==> config.mk <==
export PLATFORM = sky130hd
export DESIGN_NAME = icache_way_ram
export DESIGN_NICKNAME = d
export VERILOG_FILES = /design/src/hdl/icache_pkg.sv /design/src/hdl/icache_way_ram.sv
export VERILOG_INCLUDE_DIRS = /design/src /design/src/include
export SDC_FILE = /design/constraint.sdc
export NUM_CORES = 2
export LEC_CHECK = 0
export ABC_AREA = 1
export BUFFER_PORTS_ARGS = -buffer_cell sky130_fd_sc_hd__buf_2
export CAP_MARGIN = 20
export CORE_UTILIZATION = 60
export CTS_BUF_LIST = sky130_fd_sc_hd__clkbuf_4
export DETAILED_ROUTE_END_ITERATION = 8
export PLACE_DENSITY_LB_ADDON = 0.12
export SYNTH_ARGS = -nofsm -noshare
export SYNTH_HDL_FRONTEND = slang
export SYNTH_SLANG_ARGS = --single-unit
export TNS_END_PERCENT = 1
==> constraint.sdc <==
create_clock -name clk -period 5.5 [get_ports clk]
set_input_delay 0 -clock clk [delete_from_list [all_inputs] [get_ports clk]]
set_output_delay 0 -clock clk [all_outputs]
set_load 0.02 [all_outputs]
==> src/include/icache_settings.svh <==
// **************************************************
// Geometry of the two-way instruction cache, shared by
// the package and every RTL module that sizes arrays
// **************************************************

`ifndef ICACHE_SETTINGS_SVH
`define ICACHE_SETTINGS_SVH

// Byte address width of the fetch and refill ports
`define ICACHE_ADDR_W 32

// Sets per way, one word per line
`define ICACHE_SETS 64

// log2 of the set count, index sits above the byte offset
`define ICACHE_INDEX_W 6

// Age counters saturate here
`define ICACHE_AGE_MAX 7

`endif

==> src/hdl/icache_pkg.sv <==
// **************************************************
// Types for the instruction cache, referenced by
// scoped names from the RTL and the bench
// **************************************************

`include "icache_settings.svh"

package icache_pkg;

    localparam int ADDR_W  = `ICACHE_ADDR_W;
    localparam int WORD_W  = 32;
    localparam int INDEX_W = `ICACHE_INDEX_W;
    // Tag entry is everything above index and byte offset
    localparam int TAG_W   = ADDR_W - INDEX_W - 2;
    localparam int AGE_W   = $clog2(`ICACHE_AGE_MAX + 1);

    typedef logic [ADDR_W-1:0]  addr_t;
    typedef logic [WORD_W-1:0]  word_t;
    typedef logic [INDEX_W-1:0] index_t;
    typedef logic [TAG_W-1:0]   tag_t;
    typedef logic [AGE_W-1:0]   age_t;

    typedef enum logic {WAY0, WAY1} way_t;

    typedef enum logic [1:0] {IDLE, LOOKUP, REFILL, RESPOND} ctrl_state_t;

endpackage

==> src/hdl/icache_way_ram.sv <==
// **************************************************
// One array of a cache way, used for both tags and words
// Synchronous write, read data one edge after the index
// **************************************************

`timescale 1ns/1ps

`include "icache_settings.svh"

module icache_way_ram #(
    parameter type payload_t = icache_pkg::word_t,
    parameter int  SETS      = `ICACHE_SETS
) (
    input  logic               clk,
    input  logic               i_we,
    input  icache_pkg::index_t i_index,
    input  payload_t           i_wdata,
    output payload_t           o_rdata
);

    payload_t mem [SETS];

    always_ff @(posedge clk) begin
        if (i_we) begin
            mem[i_index] <= i_wdata;
        end
        // Old contents come out on a write cycle
        o_rdata <= mem[i_index];
    end

endmodule

==> out/qor.yml <==
outcome: "finished clean"
critical_path_class: "in -> reg"
antenna_found_initial: 16
maxSlewHeadroom_pct: 29.03
fin_ws_ns: 1.708
dp_cells: 10150
cap_violations: 0
synth_most_common_cell: "nand2_1"
synth-edff-count: 2048
io_pins: 72
required_ns: 6.43
drive_above_1_share_pct: 12.86
fin_util_pct: 68.13
rows: 138
core-area_mm2: 0.1423
ys.flop_type: "edfxtp_1"
io_buffer_count: 71
crit_path_max_fanout: 59
design.die.area_mm2: 0.1457
drtAntennaViolNets: 0
ys_types: 21
cp-end-kind: "flop"
tightest_slew_ns: 1.061
die_w_um: 381.7
ctsHtreeMaxLevel: 6
ys_ff_latch: 2080
fin_crit_sh_pct: 68.95
fin_crit_ns: 3.792
cts.path.max_buffers: 4
fin_nets: 8924
wl_met3_um: 27490
hp-class: "in -> reg"
rsz0062_at_grt: "false"
worstPathArrival_ns: 4.73
yosys_warnings: 0
die_h_um: 381.7
avgViaCountPerCell: 5.517
vdd_drop_max_v: 0.0002510
synth_area_per_cell_um2: 10.25
grt_pass1_wl_um: 359700
area_delta_synth_final_pct: 12.06
hpwl_um: 129700
dr.max_layer_used: "met5"
first_pass_iters: 7
finClkSkew_ns: 0.08128
clk_pin_slew_ns: 0.06
gr-total-overflow: 0
synth-async-reset-ratio_pct: 0
final-max-slew-violation-count: 0
worstHoldPathCells: 3
gp_congestion: 0.8994
cellPowerDensity_mw_per_mm2: 339.3
grtUsageTotal_pct: 33.28
fin_setup_tns_ns: 0
leakagePower_nw: 41.40
dpl_worst_slack_ns: 2.270
netlist_instances: 8440
cts_tree: "built"
cts_sinks: 2080
grt_start_max_net_pins: 184
root_buffer: "clkbuf_4"
first_global_vias: 59270
fin_cells: 11130
start_util_pct: 60.80
setup_violations: 0
remaining_drc_errors: 0
routed-wl-met2_um: 111700
insertion_delay_ns: 1.33
r2r_cells: 7
yosys.area.top_type_share_pct: 71.09
syn-num-nets: 8480
drt-initial-drc-count: 7029
synth_common_cells: "nand2_1, edfxtp_1, buf_2"
yosysTopAreaCell: "edfxtp_1"
netlist_area_mm2: 0.08650
post_drt_wl_per_cell_um: 21.69
synth_seq_area_share_pct: 71.84
startpoint_type: "primary input"
max_freq_ghz: 0.2637
vias: 61390
hold_viol_final: 0
wl_met1_um: 93730
wl_um: 241400
ys_top_cells_by_area: "edfxtp_1, nand2_1, buf_2, dfxtp_1, nor2_1"
cts_buffers: 550
[power by group]
part / switching [W] / internal (W) / total, W
logic: 0.00164 / 0.000496 / 0.00213
registers: 0.0000830 / 0.0175 / 0.0176
clock network: 0.00605 / 0.00708 / 0.0131
total: 0.00777 / 0.0251 / 0.0329
[final cells by class]
cell class                      instances  area (um^2)
Inverter                               30        135.1
Multi-Input combinational cell       5908        22820
Antenna cell                            7        17.52
Timing Repair Buffer                  314         2820
Sequential cell                      2080        62140
Fill cell                           10790        45340
Clock buffer                          835         6269
Tap cell                             1890         2365
Clock inverter                         64        376.6
[cell families (layout without fill, tap and decap cells)]
family / count (synthesis) / count (layout) / share of synthesized area, %
and+or+nand+nor: 5896 / 5896 / 25.68
DFF: 2080 / 2080 / 71.84
buffers and inverters: 452 / 1243 / 2.397
AOI/OAI and AO/OA: 12 / 12 / 0.08389
other: 0 / 7 / 0
[final timing paths]
kind                                   from          end  slack (ns)
worst max-delay path             i_index[2]    mem[4][8]        1.71
worst min-delay path            i_wdata[11]  mem[36][11]        0.14
worst max register to register  mem[44][30]  o_rdata[30]        3.47
worst min register to register   mem[8][11]  o_rdata[11]        0.79
[cells in the final DEF, fill, tap and decap left out, types with 13 or more instances in the layout]
| cell type | synthesis | final |
|---|---|---|
| nor2_1 | 137 | 75 |
| nor2_4 | 0 | 62 |
| dlygate4sd3_1 | 0 | 74 |
| buf_4 | 11 | 135 |
| buf_2 | 244 | 68 |
| clkbuf_4 | 0 | 835 |
| dfxtp_1 | 32 | 32 |
| buf_12 | 0 | 34 |
| nand3_1 | 13 | 13 |
| edfxtp_1 | 2048 | 2048 |
| inv_2 | 14 | 23 |
| nand2_1 | 5728 | 5728 |
| clkinv_1 | 0 | 43 |
| inv_1 | 16 | 16 |
[worst max-delay path, stage by stage]
cell and delay (ns):
dlygate4sd3_1 0.56, buf_8 0.46, inv_8 0.32, nor2_1 0.61, nand3_1 0.18, dlygate4sd3_1 0.65, nor2_4 0.11, dlygate4sd3_1 1.26
buf_4 0.44
[flip-flops by register name, indices dropped and copies added, names as in the netlist]
name and flops:
mem 2048, o_rdata 32
[stage by stage]
stage	power [W]	hold WS, ns	area, um^2
3_3_place_gp	0.01999	0.4209	89500
5_1_grt	0.03403	0.04885	96930
3_5_place_dp	0.02002	0.4213	89540
6_report	0.03289	0.1411	96940
2_1_floorplan	0.01908	0.09887	86500
4_1_cts	0.03302	0.004601	96920
[routing by layer]
layer	up-vias	GRT usage, %
met5	-	0
met4	4	13.53
met3	513	7.615
met2	3411	51.72
met1	29000	45.73
li1	28470	-
[what timing repair did]
item / CTS / global route
hold endpoints to repair: 4077 / 0
setup buffers: 0 / 0
endpoints found under the setup margin: 0 / 0
gates resized for setup: 0 / 0
hold buffers: 74 / 0
Note: power is estimated with default switching activity, not from simulation.
