**src/include/icache_settings.svh**
```systemverilog
// **************************************************
// Geometry of the two-way instruction cache, shared by
// the package and every RTL module that sizes arrays
// **************************************************

`ifndef ICACHE_SETTINGS_SVH
`define ICACHE_SETTINGS_SVH

// Byte address width of the fetch and refill ports
`define ICACHE_ADDR_W 32

// Sets per way, one word per line
`define ICACHE_SETS 64

// log2 of the set count, index sits above the byte offset
`define ICACHE_INDEX_W 6

// Age counters saturate here
`define ICACHE_AGE_MAX 7

`endif

```
**src/hdl/icache_pkg.sv**
```systemverilog
// **************************************************
// Types for the instruction cache, referenced by
// scoped names from the RTL and the bench
// **************************************************

`include "icache_settings.svh"

package icache_pkg;

    localparam int ADDR_W  = `ICACHE_ADDR_W;
    localparam int WORD_W  = 32;
    localparam int INDEX_W = `ICACHE_INDEX_W;
    // Tag entry is everything above index and byte offset
    localparam int TAG_W   = ADDR_W - INDEX_W - 2;
    localparam int AGE_W   = $clog2(`ICACHE_AGE_MAX + 1);

    typedef logic [ADDR_W-1:0]  addr_t;
    typedef logic [WORD_W-1:0]  word_t;
    typedef logic [INDEX_W-1:0] index_t;
    typedef logic [TAG_W-1:0]   tag_t;
    typedef logic [AGE_W-1:0]   age_t;

    typedef enum logic {WAY0, WAY1} way_t;

    typedef enum logic [1:0] {IDLE, LOOKUP, REFILL, RESPOND} ctrl_state_t;

endpackage

```
**src/hdl/icache_set_state.sv**
```systemverilog
// **************************************************
// Valid bits and age counters of both ways per set
// Victim of the indexed set is given combinationally
// **************************************************

`timescale 1ns/1ps

`include "icache_settings.svh"

module icache_set_state (
    input  logic               clk,
    input  logic               rst,
    input  icache_pkg::index_t i_index,
    input  logic               i_lookup,
    input  logic               i_touch,
    input  logic               i_fill,
    input  icache_pkg::way_t   i_way,
    output logic               o_valid0,
    output logic               o_valid1,
    output icache_pkg::way_t   o_victim
);

    logic [`ICACHE_SETS-1:0] valid0_q;
    logic [`ICACHE_SETS-1:0] valid1_q;
    icache_pkg::age_t        age0_q [`ICACHE_SETS];
    icache_pkg::age_t        age1_q [`ICACHE_SETS];

    function automatic icache_pkg::age_t age_inc(input icache_pkg::age_t age);
        if (age == icache_pkg::age_t'(`ICACHE_AGE_MAX)) begin
            return age;
        end
        return age + 1'b1;
    endfunction

    always_ff @(posedge clk or negedge rst) begin
        if (!rst) begin
            valid0_q <= '0;
            valid1_q <= '0;
            for (int s = 0; s < `ICACHE_SETS; s++) begin
                age0_q[s] <= '0;
                age1_q[s] <= '0;
            end
        end else begin
            // Every access ages both ways of its set
            if (i_lookup) begin
                age0_q[i_index] <= age_inc(age0_q[i_index]);
                age1_q[i_index] <= age_inc(age1_q[i_index]);
            end
            // Touch or fill wins over the increment
            if (i_touch || i_fill) begin
                if (i_way == icache_pkg::WAY0) begin
                    age0_q[i_index] <= '0;
                end else begin
                    age1_q[i_index] <= '0;
                end
            end
            if (i_fill) begin
                if (i_way == icache_pkg::WAY0) begin
                    valid0_q[i_index] <= 1'b1;
                end else begin
                    valid1_q[i_index] <= 1'b1;
                end
            end
        end
    end

    assign o_valid0 = valid0_q[i_index];
    assign o_valid1 = valid1_q[i_index];

    // Empty way first, then the older one, way 0 on a tie
    always_comb begin
        if (!o_valid0) begin
            o_victim = icache_pkg::WAY0;
        end else if (!o_valid1) begin
            o_victim = icache_pkg::WAY1;
        end else if (age1_q[i_index] > age0_q[i_index]) begin
            o_victim = icache_pkg::WAY1;
        end else begin
            o_victim = icache_pkg::WAY0;
        end
    end

endmodule

```
**config.mk**
```make
export PLATFORM = sky130hd
export DESIGN_NAME = icache_set_state
export DESIGN_NICKNAME = d
export VERILOG_FILES = /design/src/hdl/icache_pkg.sv /design/src/hdl/icache_set_state.sv
export VERILOG_INCLUDE_DIRS = /design/src /design/src/include
export SDC_FILE = /design/constraint.sdc
export NUM_CORES = 1
export LEC_CHECK = 0
export BUFFER_PORTS_ARGS = -buffer_cell sky130_fd_sc_hd__buf_2
export CORE_ASPECT_RATIO = 1.25
export CORE_MARGIN = 2
export CORE_UTILIZATION = 50
export CTS_BUF_LIST = sky130_fd_sc_hd__clkbuf_2
export CTS_CLUSTER_SIZE = 30
export DETAILED_ROUTE_END_ITERATION = 16
export PLACE_DENSITY = 0.69
export SETUP_SLACK_MARGIN = 0.15
export SLEW_MARGIN = 20
export SYNTH_ARGS = -nofsm -noshare
export SYNTH_HDL_FRONTEND = slang
export SYNTH_SLANG_ARGS = --single-unit
```
**constraint.sdc**
```tcl
create_clock -name clk -period 4.7 [get_ports clk]
set_input_delay 0.47 -clock clk [delete_from_list [all_inputs] [get_ports clk]]
set_output_delay 0.47 -clock clk [all_outputs]
set_load 0.1 [all_outputs]
```
==> results of run 1 <==
-- kinds of logic (layout without fill, tap and decap cells) --
logic type	count (synthesis)	in the layout
adders and majority gates	5	5
AOI/OAI and AO/OA	1126	1126
DFF	512	512
other	0	1
muxes	105	105
buffers and inverters	266	333
and+or+nand+nor	210	210
xor gates and xnor gates	2	2
-- power by group through the flow --
stage,sequential [mW],clock [mW],combinational (mW)
floorplan,5.14,0,1.09
global route,5.23,3.15,1.75
detailed placement,5.24,0,1.58
finish,5.17,2.87,1.62
global placement,5.23,0,1.53
CTS,5.16,2.93,1.60
-- state kept, by name (all words and copies together), names as in the netlist --
register	cells
valid1_q	64
valid0_q	64
age0_q	192
age1_q	192
-- cell type report --
| type | count | area share [%] |
|---|---|---|
| Antenna cell | 1 | 0.009575 |
| Clock inverter | 31 | 0.6942 |
| Clock buffer | 172 | 3.294 |
| Inverter | 6 | 0.08618 |
| Sequential cell | 512 | 49.03 |
| Tap cell | 644 | 3.083 |
| Multi-Input combinational cell | 1448 | 39.27 |
| Timing Repair Buffer | 124 | 4.534 |
-- layer usage --
metal / share of wire [%] / vias up / GRT usage [%]
met5: 0 / - / 0
met4: 5.9 / 0 / 18.54
met3: 9.0 / 256 / 6.673
met2: 46 / 1140 / 47.53
met1: 39 / 9898 / 40.99
li1: - / 8404 / -
-- metrics by stage --
| stage | instance area (µm²) | hold WS, ps | utilization, % | setup WS (ps) | cells |
|---|---|---|---|---|---|
| after floorplan | 24180 | 174.4 | - | 322.4 | 2226 |
| after global placement | 24910 | 454.2 | 51.92 | 172.3 | 2726 |
| after detailed placement | 24910 | 457.8 | 51.92 | 215.5 | 2726 |
| after CTS | 26080 | 14.22 | 54.37 | 150.2 | 2936 |
| after global routing | 26130 | 108.5 | 54.48 | 137.6 | 2938 |
| final | 26130 | 135.0 | 54.48 | 234.6 | 2938 |
-- what timing repair did --
item | 4_1_cts | 5_1_grt
cloned | 0 | 0
endpoints found under the setup margin | 1 | 1
buffers inserted | 3 | 1
hold buffers | 4 | 0
hold endpoints to repair | 213 | 0
pin swaps | 9 | 5
resized for setup | 13 | 8
-- path summary, 6_finish.rpt --
| kind | startpoint | to | slack [ps] | depth (start not counted) |
|---|---|---|---|---|
| setup / recovery | age0_q[76]$_DFF_PN0_ | o_victim | 230 | 12 |
| hold / removal | i_lookup | age1_q[139]$_DFF_PN0_ | 130 | 5 |
| setup reg to reg | age1_q[51]$_DFF_PN0_ | age1_q[103]$_DFF_PN0_ | 1200 | 11 |
| hold reg to reg | valid0_q[53]$_DFFE_PN0P_ | valid0_q[53]$_DFFE_PN0P_ | 480 | 1 |
| max in group asynchronous | rst | age1_q[24]$_DFF_PN0_ | 3400 | 4 |
| min in group asynchronous | rst | age1_q[6]$_DFF_PN0_ | 340 | 3 |
-- cells in the final DEF, fill, tap and decap left out, types with 4 or more instances in the layout --
| cell | count |
|---|---|
| a21oi_1 | 28 |
| a221o_1 | 4 |
| a221oi_1 | 42 |
| a22o_1 | 12 |
| a22oi_1 | 64 |
| a31oi_1 | 13 |
| and3b_1 | 6 |
| buf_12 | 19 |
| buf_2 | 9 |
| buf_4 | 90 |
| clkbuf_2 | 172 |
| clkinv_1 | 25 |
| dfrtp_1 | 512 |
| inv_1 | 5 |
| mux2_2 | 28 |
| mux2i_1 | 34 |
| mux4_2 | 37 |
| nand2_1 | 91 |
| nand2b_1 | 8 |
| nand3_1 | 16 |
| nand3b_1 | 14 |
| nand4_1 | 7 |
| nor2_1 | 13 |
| nor2b_1 | 6 |
| nor3_1 | 7 |
| nor3b_2 | 4 |
| nor4_1 | 4 |
| o211ai_1 | 4 |
| o21ai_0 | 587 |
| o21bai_1 | 128 |
| o22ai_1 | 14 |
| o31ai_1 | 139 |
| o31ai_2 | 54 |
| or3b_2 | 8 |
-- worst max-delay path, delay by kind of cell, from the launching register on --
kind,cells,cell delay [ps]
adders and majority gates,1,220
and+or+nand+nor,1,140
buffers and inverters,2,360
AOI/OAI and AO/OA,7,1440
muxes,1,320
DFF,1,390
==> impl_metrics.csv, run 1 <==
group,metric,value,unit
synth,synth.cell_area,0.02416,mm²
synth,synthCells,2226,
global_route,antenna_found_initial,1,
power,swShare,32.03,%
floorplanning,start_util,50.36,%
flow_run,drv_cap,0,
layout,layout-drive-gt1-share,20.50,%
critical_path,crit_slowest_cell,"dfrtp_1",
sta,min_period,4465,ps
place,dpl.hpwl,48.85,mm
synth,synthArstFlopShare,100.0,%
synth,synth_adder_area_share,0.2589,%
sta,slew_viol_final,0,
layout,nets,2228,
route,ant_nets,0,
synth,synth_compound_area_share,30.19,%
power,power,9.671,mW
synth,syn_nets,2243,
critical_path,worstSetupStartpointType,"register",
sta,fmax,0.2239,GHz
sta,finalCritPeriodShare,95.01,%
synth,synth.most_common_cell,"o21ai_0",
critical_path,worst_path_largest_cell_delay,390,ps
global_route,grt_pass1_vias,19240,
power,ir_drop,0.0001626,V
floorplanning,dieWidth,200.6,µm
synth,synth_edf_count,0,
power,intPower,6.573,mW
cts,cts_buffers,119,
layout,seqCellArea,0.01281,mm²
synth,avgSynthCellArea,10.85,µm²
power,p_leak,10.99,nW
global_route,grt_pass1_wl,119.5,mm
cts,cts_buffer_depth,3,
route,route.vias.total,19700,
synth,yosysTopAreaCell,"dfrtp_1",
floorplanning,core_area,0.04797,mm²
global_route,overflow,0,
power,seqPwrFrac,53.5,%
sta,hold_viol_final,0,
power,p_comb_share,16.8,%
floorplanning,num_rows,90,
synth,ys_seq_area_share,53.03,%
layout,syn_to_final_growth,8.172,%
route,via_per_inst,6.705,
sta,relSlewSlack,35.93,%
sta,worst_slew_pin_slew,957.6,ps
place,port_buffers,14,
cts,cts_root_buf,"clkbuf_2",
floorplanning,die_area,0.05010,mm²
route,drc,0,
floorplanning,pin_count,15,
place,place_congestion,0.9389,
synth,synth_top_cell_area_share,53.03,%
critical_path,crit_required,4230,ps
cts,cts_sinks,512,
power,net-switching-power,3.098,mW
sta,setup_violations,0,
cts,clk_pin_slew,120,ps
synth,yosys_most_used_dff,"dfrtp_1",
cts,clk_latency,1210,ps
synth,yosysUniqueCellTypes,70,
synth,synth_top_family_by_area,"compound AO/OA/AOI/OAI gates",
synth,muxShareOfSynthArea,6.546,%
synth,ys_top_cells_by_area,"dfrtp_1, o21ai_0, o31ai_1",
sta,grt_setup_unrepaired,"true",
layout,fillCellCount,4288,
global_route,grt_usage,31.09,%
synth,yosys_warnings,0,
sta,finalSetupTns,0,ps
synth,synthTopCellsByCount,"o21ai_0, dfrtp_1, clkbuf_1",
critical_path,cp_data_arrival_time,4000,ps
route,routed_wl,77.60,mm
hold_path,hold_path_class,"in -> reg",
status,status,"finished, final reports clean",
sta,skew,151.7,ps
cts,htreeDepth,3,
route,wl_per_cell,26.41,µm
synth,ys_seq_elements,512,
power,clkPwrFrac,29.7,%
cts,cts_tree,"yes",
global_route,grt_max_degree,193,
critical_path,crit_chain,"mux2_1 -> a221o_1 -> o2bb2ai_1 -> a211oi_2 -> o2111ai_2 -> inv_1 -> ha_4 -> nor2b_2 -> o21a_1 -> o21ai_2 -> a32oi_4 -> buf_12",
critical_path,path_class,"reg -> out",
critical_path,endpoint_kind,"output pin",
floorplanning,chipHeight,249.8,µm
power,p_per_area,370.1,mW/mm²
route,drt-initial-drc-count,2304,
synth,synth-xor-area-share,0.1813,%
critical_path,cp_max_fo,2,
synth,synth-simple-area-share,4.464,%
layout,multi_input_comb_area,0.01026,mm²
route,dr.pass1.iters,6,
Note: power is estimated with default switching activity, not from simulation.
==> inputs of run 2 (changes only) <==
CORE_UTILIZATION = 60   (was 50)
PLACE_DENSITY = 0.8   (was 0.69)
SKIP_CTS_REPAIR_TIMING = 1   (was not set)
==> run 2 against run 1 <==
The flow now finishes with violations (negative hold slack). Final cell count down 4.1%. Critical path type unchanged. Critical endpoint unchanged. Largest cell class unchanged. Die area down 16%. Via count up 2.8%.
==> impl_metrics.csv, run 2 (synthesis results as in run 1) <==
group,metric,value,unit
status,status,"finished, violations left",
status,violations,"negative hold slack",
cts,cts_tree,"yes",
route,dr.pass1.iters,6,
sta,whs,-50.02,ps
floorplanning,start_util,60.53,%
critical_path,r2r_start,"age0_q[120]$_DFF_PN0_",
critical_path,worstSetupStartpoint,"age1_q[155]$_DFF_PN0_",
power,intPower,6.579,mW
critical_path,path_class,"reg -> out",
route,via_per_inst,7.187,
critical_path,endpoint_kind,"output pin",
power,p_comb_share,16.7,%
place,port_buffers,14,
sta,relSlewSlack,26.20,%
cts,clk_latency,1180,ps
global_route,overflow,0,
critical_path,r2r_cells,11,
cts,cts_root_buf,"clkbuf_2",
floorplanning,die_area,0.04190,mm²
power,seqPwrFrac,53.3,%
layout,layout-drive-gt1-share,20.33,%
cts,htreeDepth,3,
route,routed_wl,75.98,mm
hold_path,hold_path_class,"in -> reg",
layout,syn_to_final_growth,7.551,%
sta,hold_viol_final,3,
flow_run,drv_cap,0,
global_route,grt_pass1_vias,19580,
floorplanning,pin_count,15,
sta,min_period,4473,ps
global_route,grt_max_degree,193,
critical_path,cp_data_arrival_time,4000,ps
sta,finalSetupTns,0,ps
sta,setup_violations,0,
power,p_per_area,373.6,mW/mm²
route,route.vias.total,20250,
hold_path,holdPathStages,5,
critical_path,worstSetupStartpointType,"register",
route,wl_per_cell,26.97,µm
route,ant_nets,0,
layout,layout_common_cells,"o21ai_0, dfrtp_1, clkbuf_2",
critical_path,crit_required,4230,ps
sta,slew_viol_final,0,
sta,grt_setup_unrepaired,"true",
power,p_leak,11.03,nW
power,swShare,32.23,%
sta,skew,78.90,ps
layout,finalNonFillerCells,2817,
floorplanning,dieWidth,183.5,µm
global_route,antenna_found_initial,4,
cts,cts_sinks,512,
place,placed_area,0.02468,mm²
place,place_congestion,0.9811,
route,drt-initial-drc-count,2594,
critical_path,cp_max_fo,2,
layout,top_regs,"age0_q x192, age1_q x192",
power,clkPwrFrac,30.1,%
layout,final_area,0.02598,mm²
global_route,grt_usage,36.78,%
floorplanning,num_rows,82,
cts,clk_pin_slew,110,ps
sta,worst_slew_pin_slew,1107,ps
layout,nets,2235,
layout,fin_util,65.10,%
sta,finalCritPeriodShare,95.17,%
sta,setup_slack,226.9,ps
cts,cts_buffers,121,
place,dp_slack,156.2,ps
global_route,grt_pass1_wl,117.9,mm
route,wl_met2,34.34,mm
floorplanning,core_area,0.03991,mm²
power,net-switching-power,3.128,mW
layout,final_common_cell,"o21ai_0",
hold_path,min_from,"i_touch",
place,dpl.hpwl,47.95,mm
route,top_layer_used,"met5",
place,placedCellCount,2589,
route,drc,0,
floorplanning,chipHeight,228.4,µm
cts,cts_buffer_depth,3,
power,ir_drop,0.0002131,V
route,met3_wirelength,9.120,mm
sta,fmax,0.2236,GHz
route,wl_met1,27.82,mm
## run 2: final cells by class
class | instances | area [µm²]
diodes | 1 | 2.502
clock inverters | 47 | 236.5
fillers | 3057 | 13930
flip-flops and latches | 512 | 12810
well taps | 504 | 630.6
multi-input cells | 1448 | 10260
inverters | 6 | 22.52
repair buffers | 129 | 1171
clock buffers | 170 | 850.8
## run 2: critical path, stage by stage, from the launching register on
cell and delay [ps]:
dfrtp_1 410, mux4_2 510, mux2i_2 220, nor2_2 100, or3_4 370, or2_4 260, ha_4 270, o21a_1 130
o21ai_2 70, buf_6 130, a32oi_4 180, buf_12 210
## run 2: final timing paths
kind | endpoint | slack [ps]
min in group asynchronous | valid1_q[7]$_DFFE_PN0P_ | 430
min reg2reg | valid0_q[21]$_DFFE_PN0P_ | 480
min | age1_q[116]$_DFF_PN0_ | -50
max | o_victim | 230
max reg2reg | age0_q[176]$_DFF_PN0_ | 1090
max in group asynchronous | age1_q[142]$_DFF_PN0_ | 3170
## run 2: metrics by stage
stage | total power [mW] | hold WS (ps)
global placement | 6.721 | 453.5
global route | 10.14 | 4.290
finish | 9.707 | -50.02
CTS | 9.649 | -649.5
detailed placement | 6.795 | 458.7
floorplan | 6.225 | 174.4
## run 2: power by group through the flow
stage | sequential [mW] | combinational (mW) | clock (mW)
floorplan | 5.14 | 1.09 | 0
global placement | 5.22 | 1.50 | 0
detailed placement | 5.24 | 1.56 | 0
CTS | 5.16 | 1.56 | 2.93
global route | 5.22 | 1.74 | 3.18
finish | 5.17 | 1.62 | 2.92
## run 2: layer usage
layer  GRT usage (%)  vias to the layer above
met5               0                        -
met4           20.53                        4
met3           9.417                      302
met2           55.26                     1469
met1           49.00                    10030
li1                -                     8441
