[src/include/icache_settings.svh]
// **************************************************
// Geometry of the two-way instruction cache, shared by
// the package and every RTL module that sizes arrays
// **************************************************

`ifndef ICACHE_SETTINGS_SVH
`define ICACHE_SETTINGS_SVH

// Byte address width of the fetch and refill ports
`define ICACHE_ADDR_W 32

// Sets per way, one word per line
`define ICACHE_SETS 64

// log2 of the set count, index sits above the byte offset
`define ICACHE_INDEX_W 6

// Age counters saturate here
`define ICACHE_AGE_MAX 7

`endif

[src/hdl/icache_pkg.sv]
// **************************************************
// Types for the instruction cache, referenced by
// scoped names from the RTL and the bench
// **************************************************

`include "icache_settings.svh"

package icache_pkg;

    localparam int ADDR_W  = `ICACHE_ADDR_W;
    localparam int WORD_W  = 32;
    localparam int INDEX_W = `ICACHE_INDEX_W;
    // Tag entry is everything above index and byte offset
    localparam int TAG_W   = ADDR_W - INDEX_W - 2;
    localparam int AGE_W   = $clog2(`ICACHE_AGE_MAX + 1);

    typedef logic [ADDR_W-1:0]  addr_t;
    typedef logic [WORD_W-1:0]  word_t;
    typedef logic [INDEX_W-1:0] index_t;
    typedef logic [TAG_W-1:0]   tag_t;
    typedef logic [AGE_W-1:0]   age_t;

    typedef enum logic {WAY0, WAY1} way_t;

    typedef enum logic [1:0] {IDLE, LOOKUP, REFILL, RESPOND} ctrl_state_t;

endpackage

[src/hdl/icache_ctrl.sv]
// **************************************************
// Lookup and refill FSM of the instruction cache
// Drives RAM index and write enables, set state strobes
// **************************************************

`timescale 1ns/1ps

`include "icache_settings.svh"

module icache_ctrl (
    input  logic                clk,
    input  logic                rst,
    input  logic                i_req,
    input  icache_pkg::addr_t   i_addr,
    output logic                o_busy,
    output logic                o_valid,
    output icache_pkg::word_t   o_data,
    output logic                o_mem_req,
    output icache_pkg::addr_t   o_mem_addr,
    input  logic                i_mem_ack,
    input  icache_pkg::word_t   i_mem_data,
    output icache_pkg::index_t  o_ram_index,
    output icache_pkg::tag_t    o_tag_wdata,
    output icache_pkg::word_t   o_data_wdata,
    output logic                o_we0,
    output logic                o_we1,
    input  icache_pkg::tag_t    i_tag0,
    input  icache_pkg::tag_t    i_tag1,
    input  icache_pkg::word_t   i_word0,
    input  icache_pkg::word_t   i_word1,
    output logic                o_lookup,
    output logic                o_touch,
    output logic                o_fill,
    output icache_pkg::way_t    o_way,
    input  logic                i_valid0,
    input  logic                i_valid1,
    input  icache_pkg::way_t    i_victim
);

    icache_pkg::ctrl_state_t state_q;
    icache_pkg::addr_t       addr_q;
    icache_pkg::word_t       data_q;
    icache_pkg::tag_t        tag_q;
    logic                    valid_q;
    logic                    mem_req_q;
    logic                    accept;
    logic                    hit0;
    logic                    hit1;
    logic                    hit;
    logic                    ack_ok;

    // **************************************************
    // Lookup and refill decode
    // **************************************************

    assign accept = (state_q == icache_pkg::IDLE) && i_req && !o_busy;
    assign tag_q  = addr_q[`ICACHE_ADDR_W-1 -: icache_pkg::TAG_W];

    // Index comes straight from the fetch address while idle
    assign o_ram_index = (state_q == icache_pkg::IDLE) ?
                         i_addr[`ICACHE_INDEX_W+1:2] : addr_q[`ICACHE_INDEX_W+1:2];

    assign hit0   = (state_q == icache_pkg::LOOKUP) && i_valid0 && (i_tag0 == tag_q);
    assign hit1   = (state_q == icache_pkg::LOOKUP) && i_valid1 && (i_tag1 == tag_q);
    assign hit    = hit0 || hit1;
    assign ack_ok = (state_q == icache_pkg::REFILL) && mem_req_q && i_mem_ack;

    assign o_lookup = accept;
    assign o_touch  = hit;
    assign o_fill   = ack_ok;
    assign o_way    = (state_q == icache_pkg::LOOKUP) ?
                      (hit1 ? icache_pkg::WAY1 : icache_pkg::WAY0) : i_victim;

    // Refill lands in the victim way
    assign o_we0        = ack_ok && (i_victim == icache_pkg::WAY0);
    assign o_we1        = ack_ok && (i_victim == icache_pkg::WAY1);
    assign o_tag_wdata  = tag_q;
    assign o_data_wdata = i_mem_data;

    // **************************************************
    // State and output registers
    // **************************************************

    always_ff @(posedge clk or negedge rst) begin
        if (!rst) begin
            state_q   <= icache_pkg::IDLE;
            valid_q   <= 1'b0;
            mem_req_q <= 1'b0;
        end else begin
            valid_q <= 1'b0;
            case (state_q)
                icache_pkg::IDLE: begin
                    if (accept) begin
                        state_q <= icache_pkg::LOOKUP;
                    end
                end
                icache_pkg::LOOKUP: begin
                    state_q <= hit ? icache_pkg::RESPOND : icache_pkg::REFILL;
                end
                icache_pkg::REFILL: begin
                    // Request held until the ack edge
                    if (!mem_req_q) begin
                        mem_req_q <= 1'b1;
                    end else if (i_mem_ack) begin
                        mem_req_q <= 1'b0;
                        state_q   <= icache_pkg::RESPOND;
                    end
                end
                icache_pkg::RESPOND: begin
                    valid_q <= 1'b1;
                    state_q <= icache_pkg::IDLE;
                end
                default: begin
                    state_q <= icache_pkg::IDLE;
                end
            endcase
        end
    end

    always_ff @(posedge clk) begin
        if (accept) begin
            addr_q <= i_addr;
        end
        if (hit) begin
            data_q <= hit1 ? i_word1 : i_word0;
        end else if (ack_ok) begin
            data_q <= i_mem_data;
        end
    end

    // Busy covers the response cycle too
    assign o_busy     = (state_q != icache_pkg::IDLE) || valid_q;
    assign o_valid    = valid_q;
    assign o_data     = data_q;
    assign o_mem_req  = mem_req_q;
    assign o_mem_addr = addr_q;

endmodule

[config.mk]
export PLATFORM = sky130hd
export DESIGN_NAME = icache_ctrl
export DESIGN_NICKNAME = d
export VERILOG_FILES = /design/src/hdl/icache_pkg.sv /design/src/hdl/icache_ctrl.sv
export VERILOG_INCLUDE_DIRS = /design/src /design/src/include
export SDC_FILE = /design/constraint.sdc
export NUM_CORES = 1
export LEC_CHECK = 0
export ABC_AREA = 1
export BUFFER_PORTS_ARGS = -buffer_cell sky130_fd_sc_hd__buf_4
export CORE_AREA = 3 3 122 124
export CTS_BUF_LIST = sky130_fd_sc_hd__clkbuf_16
export CTS_CLUSTER_SIZE = 8
export DETAILED_ROUTE_END_ITERATION = 8
export DIE_AREA = 0 0 125 127
export PLACE_DENSITY = 0.67
export REMOVE_ABC_BUFFERS = 1
export SYNTH_ARGS = -nofsm -noshare
export SYNTH_HDL_FRONTEND = slang
export SYNTH_SLANG_ARGS = --single-unit
[constraint.sdc]
create_clock -name clk -period 6.1 [get_ports clk]
set_clock_uncertainty 0.2 [all_clocks]
set_input_delay 1.22 -clock clk [delete_from_list [all_inputs] [get_ports clk]]
set_output_delay 1.22 -clock clk [all_outputs]
set_load 0.02 [all_outputs]
==> results of run 1 <==
metrics by stage:
stage | utilization (%) | total power [uW] | instances | hold slack (ns) | setup slack (ns)
floorplan | - | 1090 | 585 | 0.335 | 1.47
global route | 51.1 | 2090 | 1101 | 0.398 | 2.03
detailed placement | 49.2 | 1530 | 1085 | 0.362 | 1.95
CTS | 51.1 | 2000 | 1101 | 0.371 | 2.19
finish | 51.1 | 1970 | 1101 | 0.367 | 2.25
global placement | 49.2 | 1520 | 1085 | 0.352 | 1.94
worst min-delay path by stage:
stage	from	end	cells past startpoint
after floorplan	state_q[1]$_DFFE_PN0P_	o_valid$_DFF_PN0_	1
after global placement	o_mem_req$_DFFE_PN0N_	o_mem_req$_DFFE_PN0N_	2
after detailed placement	o_mem_req$_DFFE_PN0N_	o_mem_req$_DFFE_PN0N_	2
after CTS	o_mem_req$_DFFE_PN0N_	o_mem_req$_DFFE_PN0N_	2
after global routing	state_q[1]$_DFFE_PN0P_	o_valid$_DFF_PN0_	1
final	o_mem_req$_DFFE_PN0N_	o_mem_req$_DFFE_PN0N_	2
cell families (layout without fill, tap and decap cells):
group,after synthesis,count (layout),share of synthesized area [%]
buffers and inverters,178,444,19.6
adders and majority gates,4,4,1.06
xor gates and xnor gates,9,9,1.67
and+or+nand+nor,349,349,29.5
AOI/OAI and AO/OA,47,47,5.29
DFF,68,68,42.9
layout by cell type, fill, tap and decap left out, types with 4 or more instances in the layout:
| master | netlist | layout |
|---|---|---|
| sky130_fd_sc_hd__nor2_1 | 72 | 71 |
| sky130_fd_sc_hd__inv_1 | 105 | 107 |
| sky130_fd_sc_hd__dfrtp_1 | 4 | 4 |
| sky130_fd_sc_hd__o21ai_1 | 28 | 28 |
| sky130_fd_sc_hd__xnor2_1 | 6 | 6 |
| sky130_fd_sc_hd__buf_4 | 59 | 320 |
| sky130_fd_sc_hd__nand4_1 | 12 | 12 |
| sky130_fd_sc_hd__clkbuf_16 | 0 | 9 |
| sky130_fd_sc_hd__edfxtp_1 | 64 | 64 |
| sky130_fd_sc_hd__nand2_1 | 240 | 240 |
| sky130_fd_sc_hd__ha_1 | 4 | 4 |
| sky130_fd_sc_hd__o21ai_0 | 9 | 9 |
| sky130_fd_sc_hd__nor4_1 | 4 | 4 |
| sky130_fd_sc_hd__a21oi_1 | 6 | 6 |
| sky130_fd_sc_hd__nand3_1 | 13 | 13 |
final cells by class:
class | instances | share of cell area [%]
clock inverter | 7 | 0.512
tap | 180 | 3.18
multi-input combinational | 409 | 25.0
sequential | 68 | 28.5
inverter | 108 | 5.72
clock buffer | 9 | 3.18
timing repair buffer | 320 | 33.9
report_power, final:
group	internal (uW)	switching, uW
combinational	339	481
clock	269	195
sequential	619	69.0
layer usage:
layer,vias up,global-route usage (%),share of wire [%]
li1,2485,-,-
met1,2146,21.6,36
met2,228,36.9,52
met3,28,7.78,9.2
met4,0,7.72,3.1
met5,-,0,0
registers in the layout, summed over array words and instances, names as in the netlist:
register,cells
o_data,32
o_mem_addr,32
o_mem_req,1
o_valid,1
state_q,2
critical path: stages, from the launching register on:
cell                      delay (ns)
sky130_fd_sc_hd__dfrtp_1        0.42
sky130_fd_sc_hd__inv_1          0.12
sky130_fd_sc_hd__ha_1           0.35
sky130_fd_sc_hd__inv_2          0.14
sky130_fd_sc_hd__or2_2          0.33
sky130_fd_sc_hd__nor2_4         0.08
sky130_fd_sc_hd__buf_4          0.42
sky130_fd_sc_hd__buf_4          0.23
==> out/qor.log, run 1 <==
INFO  global_routing pin_count_of_the_biggest_net_entering_global_routing=65
INFO  setup_path     worst-path-max-fanout=34
INFO  global_routing global_route_wire_length_before_repair=25,100um
INFO  logic_synthesis post-synth-top-count-cell=sky130_fd_sc_hd__nand2_1
INFO  sta            max-slew-margin-rel=52.2%
INFO  cts            cts_tree=done
INFO  global_routing overflow=0
INFO  placement      portBuffers=317
INFO  sta            report.final.setup_viol=0
INFO  cts            cts_setup_buffers=0
INFO  sta            min_period_over_period=63.2%
INFO  placement      hpwl=14,000um
INFO  logic_synthesis synth_seq_area_share=42.9%
INFO  sta            hold_violations=0
INFO  logic_synthesis yosysWarningCount=0
INFO  logic_synthesis synth_enable_flop_cells=64
INFO  logic_synthesis synth-seq-cells=68
INFO  cts            cts_buffers=9
INFO  layout         drive_gt1_share=37.0%
INFO  layout         layout.area.seq=2020squm
INFO  sta            timing.final.max_slew_violations=0
INFO  logic_synthesis netlist.area_leader.share=40.8%
INFO  sta            worst_slew_pin_slew=0.715ns
INFO  routing        dr.first_iter.drc_count=229
INFO  setup_path     crit-reg2reg-launch=state_q[1]$_DFFE_PN0P_
INFO  logic_synthesis mappedNetlistArea=4710squm
INFO  setup_path     timing.reg2reg.worst_path_depth=11
INFO  cts            holdBufCountCts=0
INFO  layout         layout-area-overhead-vs-synth=50.6%
INFO  routing        drtPass1Iterations=5
INFO  setup_path     timing.rr.end=o_data[31]$_DFFE_PP_
INFO  layout         antennaDiodeCount=0
INFO  setup_path     crit_path_start=state_q[0]$_DFFE_PN0P_
INFO  setup_path     criticalPathCategory=reg -> out
INFO  routing        drt.antenna.violating_nets=0
INFO  power          ir_drop=0.130mV
INFO  layout         post-route-cell-area=7090squm
INFO  logic_synthesis synth_area_leaders=sky130_fd_sc_hd__edfxtp_1 (41%), sky130_fd_sc_hd__nand2_1 (19%), sky130_fd_sc_hd__buf_4 (9.4%)
INFO  logic_synthesis synth.distinct_cells=27
INFO  sta            rsz_0062_raised_after_global_routing=false
INFO  sta            tns=0ns
INFO  floorplanning  die_width=125um
INFO  floorplanning  initial_utilization=33.9%
INFO  sta            clock.fmax=0.259GHz
INFO  cts            clock_latency=0.33ns
INFO  floorplanning  die_span_y=127um
INFO  worst_hold_path hold_path_class=reg -> reg
INFO  run            drv.max_cap_violation_count=0
INFO  setup_path     r2r_slack=2.52ns
INFO  setup_path     required=4.68ns
INFO  logic_synthesis synthFlopType=sky130_fd_sc_hd__edfxtp_1
INFO  outcome        run_status=finished clean
INFO  placement      gp_congestion=0.882
INFO  logic_synthesis synth.largest_area_cell=sky130_fd_sc_hd__edfxtp_1
INFO  power          power.density=278nW/um^2
INFO  logic_synthesis synth.cells.most_frequent=sky130_fd_sc_hd__nand2_1 (240), sky130_fd_sc_hd__inv_1 (105), sky130_fd_sc_hd__nor2_1 (72), sky130_fd_sc_hd__edfxtp_1 (64), sky130_fd_sc_hd__buf_4 (59)
INFO  global_routing initial_antenna_violation_count=0
INFO  cts            cts-root-buf=sky130_fd_sc_hd__clkbuf_16
INFO  power          cellLeakagePower=0.00387uW
INFO  logic_synthesis postSynth.asyncResetShare=5.88%
INFO  floorplanning  std_cell_rows=43
INFO  setup_path     worst_setup_path_start_kind=flip-flop
INFO  global_routing grt_pass1_vias=4,716
INFO  placement      placedInstanceArea=6830squm
INFO  routing        remaining_drc_errors=0
INFO  global_routing globalRouteTotalUtil=20.4%
INFO  floorplanning  boundaryPins=318
INFO  routing        via_cell_ratio=4.44
INFO  cts            cts.sink_count=68
INFO  floorplanning  full_die_area=15,900squm
INFO  layout         nNetsFinal=1,103
INFO  routing        drt_wl_total=16,800um
INFO  cts            clkTransAtPathRegs=0.06ns
INFO  sta            period_needed=3.85ns
INFO  layout         fillCellCount=1,409
INFO  floorplanning  floorplan.core_area=13,900squm
INFO  setup_path     setup.worst_path.end=o_lookup
INFO  routing        vias=4,887
INFO  logic_synthesis syn-instance-count=655
INFO  cts            cts_resized=0
INFO  cts            htreeDepth=3
INFO  layout         multiInputGateArea=1770squm
INFO  routing        wl_per_cell=15.3um
INFO  logic_synthesis synth_area_per_cell=7.19squm
INFO  setup_path     worst_ep_arrival_time=2.43ns
INFO  cts            ctsLongestPathBuffers=2
INFO  setup_path     worstSetupEndpointType=primary output
Power figures use the tool's default switching activity.
==> inputs of run 2 (changes only) <==
Settings changed: ABC_AREA 1 to 0.
Clock period 6.1 ns to 3.2 ns, I/O delays scaled along.
==> run 2 against run 1 <==
Sequential share of layout area increased by 0.43 points. Total power increased by 95%. Non-clock buffer count grew 21. Utilization down 0.77 points. Cell count is 21% lower. Worst setup slack lost 2.2 ns. Largest power group unchanged. Clock-buffer cell count unchanged. Highest routed layer unchanged.
==> out/qor.log, run 2 <==
INFO  setup_path     path_cells=xnor2_1 > nand4_1 > or4_4 > or2_4 > nand2_1 > buf_4
INFO  power          cellLeakagePower=0.00306uW [-21%]
INFO  floorplanning  boundaryPins=318 [unchanged]
INFO  logic_synthesis synth_area_per_cell=10.7squm [+48%]
INFO  worst_hold_path hold_depth=1 [-1]
INFO  power          total_power=3840uW [+95%]
INFO  global_routing pin_count_of_the_biggest_net_entering_global_routing=33 [-49%]
INFO  routing        wl_per_cell=19.1um [+25%]
INFO  global_routing initial_antenna_violation_count=0 [unchanged]
INFO  setup_path     crit_path_top_delay_cell=sky130_fd_sc_hd__or4_4
INFO  global_routing grt_pass1_vias=4,594 [-2.6%]
INFO  logic_synthesis mappedNetlistArea=4420squm [-6.2%]
INFO  floorplanning  die_span_y=127um [unchanged]
INFO  global_routing grt.met3_usage=6.44% [-1.3 points]
INFO  sta            clock.fmax=0.318GHz
INFO  cts            cts.sink_count=68 [unchanged]
INFO  setup_path     crit-reg2reg-launch=o_mem_addr[14]$_DFFE_PP_
INFO  sta            worst_slew_pin_slew=0.438ns [-0.276 ns]
INFO  power          power.density=550nW/um^2 [+98%]
INFO  cts            cts-root-buf=sky130_fd_sc_hd__clkbuf_16
INFO  logic_synthesis synth.cells.most_frequent=sky130_fd_sc_hd__edfxtp_1 (64), sky130_fd_sc_hd__buf_4 (56), sky130_fd_sc_hd__xnor2_1 (48), sky130_fd_sc_hd__inv_1 (36)
INFO  layout         drive_gt1_share=54.0% [+17 points]
INFO  logic_synthesis post-synth-top-count-cell=sky130_fd_sc_hd__edfxtp_1
INFO  floorplanning  std_cell_rows=43 [unchanged]
INFO  sta            min_period_over_period=98.3%
INFO  cts            clkTransAtPathRegs=0.06ns [about the same]
INFO  cts            clock_latency=0.33ns [about the same]
INFO  setup_path     worst_setup_path_start_kind=flip-flop
INFO  cts            htreeDepth=3 [unchanged]
INFO  logic_synthesis synth-seq-cells=68 [unchanged]
INFO  sta            timing.final.max_slew_violations=0 [unchanged]
INFO  logic_synthesis synth.distinct_cells=31 [+15%]
INFO  layout         nNetsFinal=869 [-21%]
INFO  global_routing met1_use_gr=22.2% [+0.65 points]
INFO  setup_path     worst-path-max-fanout=4 [-88%]
INFO  global_routing gr_peak_layer=met2
INFO  cts            cts_tree=done
INFO  run            drv.max_cap_violation_count=0 [unchanged]
INFO  routing        via_cell_ratio=5.11 [+15%]
INFO  setup_path     criticalPathCategory=reg -> out
INFO  worst_hold_path hold_path_class=in -> reg
INFO  global_routing overflow=0 [unchanged]
INFO  setup_path     worstSetupEndpointType=primary output
INFO  logic_synthesis postSynth.asyncResetShare=5.88% [unchanged]
INFO  placement      post-place-cells=843 [-22%]
INFO  routing        remaining_drc_errors=0 [unchanged]
INFO  logic_synthesis synth_enable_flop_cells=64 [unchanged]
INFO  sta            report.final.setup_viol=0 [unchanged]
INFO  floorplanning  die_width=125um [unchanged]
INFO  routing        drt.antenna.violating_nets=0 [unchanged]
INFO  layout         most_common_library_cell_in_the_layout_ignoring_fill_and_taps=sky130_fd_sc_hd__buf_4
INFO  cts            cts_buffers=9 [unchanged]
INFO  logic_synthesis synth_area_leaders=sky130_fd_sc_hd__edfxtp_1 (43%), sky130_fd_sc_hd__buf_4 (9.5%), sky130_fd_sc_hd__xnor2_1 (9.5%)
INFO  power          ir_drop=0.357mV [+170%]
INFO  global_routing global_route_wire_length_before_repair=25,000um [-0.47%]
INFO  logic_synthesis synth_seq_area_share=45.8% [+2.8 points]
INFO  outcome        run_status=finished clean
INFO  sta            tns=0ns [unchanged]
INFO  layout         layoutNonFillerInstCount=867 [-21%]
INFO  global_routing globalRouteTotalUtil=19.8% [-0.58 points]
INFO  routing        dr.first_iter.drc_count=289 [+26%]
INFO  logic_synthesis synth.largest_area_cell=sky130_fd_sc_hd__edfxtp_1
INFO  setup_path     timing.rr.end=o_data[29]$_DFFE_PP_
INFO  setup_path     cpPeakStageDelay=0.60ns [+0.18 ns]
INFO  placement      hpwl=12,800um [-8.7%]
INFO  logic_synthesis yosysWarningCount=0 [unchanged]
INFO  layout         postLayoutCoreUtil=50.3% [-0.77 points]
INFO  worst_hold_path hold_path_end=o_mem_addr[20]$_DFFE_PP_
INFO  logic_synthesis syn-instance-count=414 [-37%]
INFO  setup_path     required=2.36ns [-2.32 ns]
INFO  floorplanning  initial_utilization=31.8% [-2.1 points]
INFO  logic_synthesis synthFlopType=sky130_fd_sc_hd__edfxtp_1
INFO  logic_synthesis netlist.area_leader.share=43.5% [+2.7 points]
INFO  layout         layout.cells.most_common_list=sky130_fd_sc_hd__buf_4 (339), sky130_fd_sc_hd__edfxtp_1 (64), sky130_fd_sc_hd__xnor2_1 (47)
INFO  floorplanning  floorplan.core_area=13,900squm [unchanged]
INFO  setup_path     r2r_slack=0.55ns [-1.97 ns]
INFO  worst_hold_path hp-start=i_addr[20]
INFO  routing        drt_wl_total=16,600um [-1.5%]
INFO  setup_path     worst_ep_arrival_time=2.31ns [-0.12 ns]
INFO  placement      gp_congestion=0.868 [-1.5%]
INFO  placement      portBuffers=317 [unchanged]
INFO  sta            hold_violations=0 [unchanged]
INFO  layout         layout-area-overhead-vs-synth=58.0%
INFO  sta            max-slew-margin-rel=70.8% [+19 points]
INFO  layout         antennaDiodeCount=0 [unchanged]
INFO  routing        drtPass1Iterations=5 [unchanged]
INFO  global_routing gr-usage-met2=34.7% [-2.2 points]
INFO  cts            ctsLongestPathBuffers=2 [unchanged]
INFO  floorplanning  full_die_area=15,900squm [unchanged]
INFO  setup_path     timing.reg2reg.worst_path_depth=6 [-5]
INFO  sta            period_needed=3.15ns
INFO  routing        vias=4,432 [-9.3%]
-- run 2: logic make-up (layout without fill, tap and decap cells) --
family                     Yosys count  count (layout)  synth area share (%)
xor gates and xnor gates            48              48                  9.51
adders and majority gates            4               4                  1.13
and+or+nand+nor                     66              66                  9.63
AOI/OAI and AO/OA                  102             102                  16.3
DFF                                 68              68                  45.8
buffers and inverters              120             393                  16.1
muxes                                6               6                  1.53
-- run 2: layer usage --
metal	part of all wire (%)	vias to the layer above
met4	2.8	0
met5	0	-
met3	10	30
li1	-	2015
met1	35	2106
met2	52	281
-- run 2: layout make-up --
class	instances	area (sq um)
fillers	1269	6900
well taps	180	225
repair buffers	341	2570
multi-input cells	226	1710
inverters	36	135
clock inverters	7	91.3
flip-flops and latches	68	2020
clock buffers	9	225
-- run 2: stage by stage --
step / hold WS [ns] / setup WS, ns / cell area, sq um
CTS: 0.264 / 0.0247 / 6940
floorplan: 0.144 / -0.957 / 3840
detailed placement: 0.239 / 0.137 / 6600
global placement: 0.239 / 0.190 / 6600
global route: 0.268 / -0.0684 / 6980
finish: 0.285 / 0.0544 / 6980
-- run 2: worst max path at each step --
stage / depth (start not counted) / end / start
CTS: 6 / o_touch / o_mem_addr[17]$_DFFE_PP_
finish: 6 / o_touch / o_mem_addr[14]$_DFFE_PP_
detailed placement: 7 / o_touch / i_tag0[21]
global placement: 7 / o_touch / i_tag0[21]
global route: 6 / o_touch / o_mem_addr[17]$_DFFE_PP_
floorplan: 5 / o_data[0]$_DFFE_PP_ / o_mem_addr[21]$_DFFE_PP_
-- run 2: repair_timing --
item,4_1_cts,5_1_grt
setup endpoints to repair,2,1
pin swaps,0,1
hold endpoints to repair,4,0
setup buffers,1,6
hold buffers,1,0
gates resized for setup,1,1
-- run 2: power by group --
group          switching, uW  internal (uW)
sequential               119           1170
clock                    377            679
combinational            813            687
-- run 2: critical path: cells and delay by family (launching register included) --
family        cells  cell delay (ns)
xor+xnor          1             0.21
buf+inv           1             0.14
flops             1             0.47
simple gates      4             1.15
==> inputs of run 3 (changes only) <==
Settings changed: BUFFER_PORTS_ARGS -buffer_cell sky130_fd_sc_hd__buf_4 to -buffer_cell sky130_fd_sc_hd__buf_2, GPL_ROUTABILITY_DRIVEN set to 0.
==> run 3 against run 2 <==
Die area stayed put. First-iteration DRC count is 15% lower. Utilization is 5.8 points lower. Non-clock buffer count is 3 lower. Largest power group is now sequential cells.
==> out/qor.log, run 3 (same netlist as run 2, synthesis figures left out) <==
INFO  worst_hold_path hold_depth=1 [unchanged]
INFO  floorplanning  boundaryPins=318 [unchanged]
INFO  sta            hold_violations=0 [unchanged]
INFO  setup_path     timing.reg2reg.worst_path_depth=7 [+1]
INFO  setup_path     required=2.36ns [about the same]
INFO  placement      placedInstanceArea=5820squm [-12%]
INFO  routing        vias=4,266 [-3.7%]
INFO  setup_path     worst-path-max-fanout=4 [unchanged]
INFO  cts            cts_buffers=9 [unchanged]
INFO  global_routing globalRouteTotalUtil=18.7% [-1.1 points]
INFO  global_routing grt.met3_usage=5.10% [-1.3 points]
INFO  layout         post-route-cell-area=6170squm [-12%]
INFO  power          combPwrFrac=35.2% [-3.8 points]
INFO  sta            max-slew-margin-rel=72.2% [+1.5 points]
INFO  floorplanning  die_width=125um [unchanged]
INFO  sta            final_critical_path_setup_slack=0.114ns [+0.0598 ns]
INFO  worst_hold_path hold_path_end=o_mem_addr[12]$_DFFE_PP_
INFO  setup_path     worstSetupEndpointType=primary output
INFO  placement      hpwl=12,000um [-6.3%]
INFO  outcome        run_status=finished clean
INFO  cts            htreeDepth=3 [unchanged]
INFO  global_routing global_route_wire_length_before_repair=23,300um [-6.8%]
INFO  power          cellLeakagePower=0.00277uW [-9.5%]
INFO  cts            clkTransAtPathRegs=0.06ns [about the same]
INFO  floorplanning  floorplan.core_area=13,900squm [unchanged]
INFO  setup_path     timing.rr.end=o_data[1]$_DFFE_PP_
INFO  layout         nNetsFinal=866 [-0.35%]
INFO  floorplanning  std_cell_rows=43 [unchanged]
INFO  cts            ctsLongestPathBuffers=2 [unchanged]
INFO  power          switching_power=1270uW [-2.6%]
INFO  floorplanning  initial_utilization=31.8% [unchanged]
INFO  routing        drtPass1Iterations=4 [-1]
INFO  sta            timing.hold.ws=0.279ns [-0.00629 ns]
INFO  worst_hold_path hold_path_class=in -> reg
INFO  global_routing initial_antenna_violation_count=0 [unchanged]
INFO  layout         layout-area-overhead-vs-synth=39.7%
INFO  setup_path     crit-reg2reg-launch=o_mem_addr[19]$_DFFE_PP_
INFO  routing        remaining_drc_errors=0 [unchanged]
INFO  floorplanning  die_span_y=127um [unchanged]
INFO  placement      portBuffers=317 [unchanged]
INFO  routing        via_cell_ratio=4.94 [-3.4%]
INFO  global_routing grt_pass1_vias=4,318 [-6.0%]
INFO  routing        drt_wl_total=15,500um [-6.2%]
INFO  routing        wl_per_cell=18.0um [-5.9%]
INFO  sta            min_period_over_period=96.4% [-1.9 points]
INFO  sta            report.final.setup_viol=0 [unchanged]
INFO  global_routing overflow=0 [unchanged]
INFO  global_routing gr-usage-met2=33.5% [-1.1 points]
INFO  cts            cts-root-buf=sky130_fd_sc_hd__clkbuf_16
INFO  power          power.density=584nW/um^2 [+6.1%]
INFO  sta            clock.fmax=0.324GHz [+1.9%]
INFO  sta            timing.final.max_slew_violations=0 [unchanged]
INFO  run            drv.max_cap_violation_count=0 [unchanged]
INFO  power          clkPwrFrac=29.3% [+1.9 points]
INFO  global_routing gr_peak_layer=met2
INFO  cts            cts.sink_count=68 [unchanged]
INFO  placement      place_worst_setup_slack=0.160ns [+0.0231 ns]
INFO  worst_hold_path hp-start=i_addr[12]
INFO  power          ir_drop=0.339mV [-5.2%]
INFO  power          power.internal=2330uW [-8.0%]
INFO  setup_path     worst_ep_arrival_time=2.25ns [-0.06 ns]
INFO  global_routing pin_count_of_the_biggest_net_entering_global_routing=33 [unchanged]
INFO  setup_path     criticalPathCategory=reg -> out
INFO  setup_path     crit_path_start=o_mem_addr[14]$_DFFE_PP_
INFO  layout         layout.cells.most_common_list=sky130_fd_sc_hd__buf_2 (317), sky130_fd_sc_hd__edfxtp_1 (64), sky130_fd_sc_hd__xnor2_1 (47)
INFO  power          sw_frac_of_total=35.3% [+1.3 points]
INFO  sta            period_needed=3.09ns [-0.0598 ns]
INFO  layout         antennaDiodeCount=0 [unchanged]
INFO  layout         most_common_library_cell_in_the_layout_ignoring_fill_and_taps=sky130_fd_sc_hd__buf_2
INFO  layout         drive_gt1_share=53.8% [-0.20 points]
INFO  setup_path     worst_setup_path_start_kind=flip-flop
INFO  cts            cts_tree=done
INFO  power          seqPwrFrac=35.5% [+2.0 points]
INFO  routing        dr.first_iter.drc_count=245 [-15%]
INFO  cts            clock_latency=0.33ns [about the same]
INFO  sta            worst_slew_pin_slew=0.416ns [-0.0220 ns]
INFO  sta            rsz_0062_raised_after_global_routing=false
INFO  floorplanning  full_die_area=15,900squm [unchanged]
INFO  global_routing met1_use_gr=21.2% [-1.0 points]
INFO  routing        drt.antenna.violating_nets=0 [unchanged]
INFO  setup_path     r2r_slack=0.66ns [+0.11 ns]
## run 3: cell types whose count changed in the layout (fill, tap and decap cells not counted)
cell                         previous run  this run
sky130_fd_sc_hd__buf_2                  0       317
sky130_fd_sc_hd__nand3_2                0         1
sky130_fd_sc_hd__clkinv_1               0         1
sky130_fd_sc_hd__buf_4                339        19
sky130_fd_sc_hd__clkinvlp_4             1         3
sky130_fd_sc_hd__nand3_1                6         5
sky130_fd_sc_hd__clkinv_2               3         1
sky130_fd_sc_hd__clkinv_4               1         0
## run 3: what timing repair did
item,CTS,global route
hold endpoints to repair,4,0
resized for setup,0,2
setup endpoints to repair,0,1
hold buffers,1,0
buffers inserted,0,2
## run 3: through the flow
stage | TNS, ns | util, % | total power [uW] | std cells
4_1_cts | 0 | 44.3 | 3650 | 862
6_report | 0 | 44.5 | 3610 | 864
5_1_grt | 0 | 44.5 | 3780 | 864
3_5_place_dp | 0 | 41.9 | 2580 | 845
3_3_place_gp | 0 | 41.9 | 2570 | 845
2_1_floorplan | -31.57 | - | 1990 | 330
## run 3: power groups by stage
stage	Combinational, uW	Sequential (uW)	Clock (uW)
2_1_floorplan	479	1510	0
3_3_place_gp	1270	1300	0
3_5_place_dp	1270	1310	0
4_1_cts	1280	1290	1090
5_1_grt	1360	1310	1120
6_report	1270	1280	1060
## run 3: layer usage
layer  vias to the layer above  part of all wire (%)
li1                       2011                     -
met5                         -                     0
met1                      1965                    37
met4                         0                   2.1
met3                        19                   9.6
met2                       271                    52
## run 3: area by class of cell
type / count / area (sq um)
tap: 180 / 225
timing repair buffer: 338 / 1760
fill: 1372 / 7710
inverter: 36 / 135
clock inverter: 7 / 91.3
multi-input combinational: 226 / 1720
clock buffer: 9 / 225
sequential: 68 / 2020
## run 3: worst max path at each step
stage / end / slack (ns) / depth (start not counted)
floorplan: o_data[0]$_DFFE_PP_ / -0.96 / 5
global placement: o_touch / 0.18 / 7
detailed placement: o_touch / 0.16 / 7
CTS: o_touch / 0.006 / 6
global route: o_touch / 0.01 / 6
finish: o_touch / 0.11 / 6
## run 3: worst max-delay path: stages (launching register included)
cell                       delay [ns]
sky130_fd_sc_hd__edfxtp_1        0.46
sky130_fd_sc_hd__xnor2_1         0.18
sky130_fd_sc_hd__nand4_1         0.18
sky130_fd_sc_hd__or4_4           0.58
sky130_fd_sc_hd__or2_4           0.28
sky130_fd_sc_hd__nand2_1         0.07
sky130_fd_sc_hd__buf_2           0.16
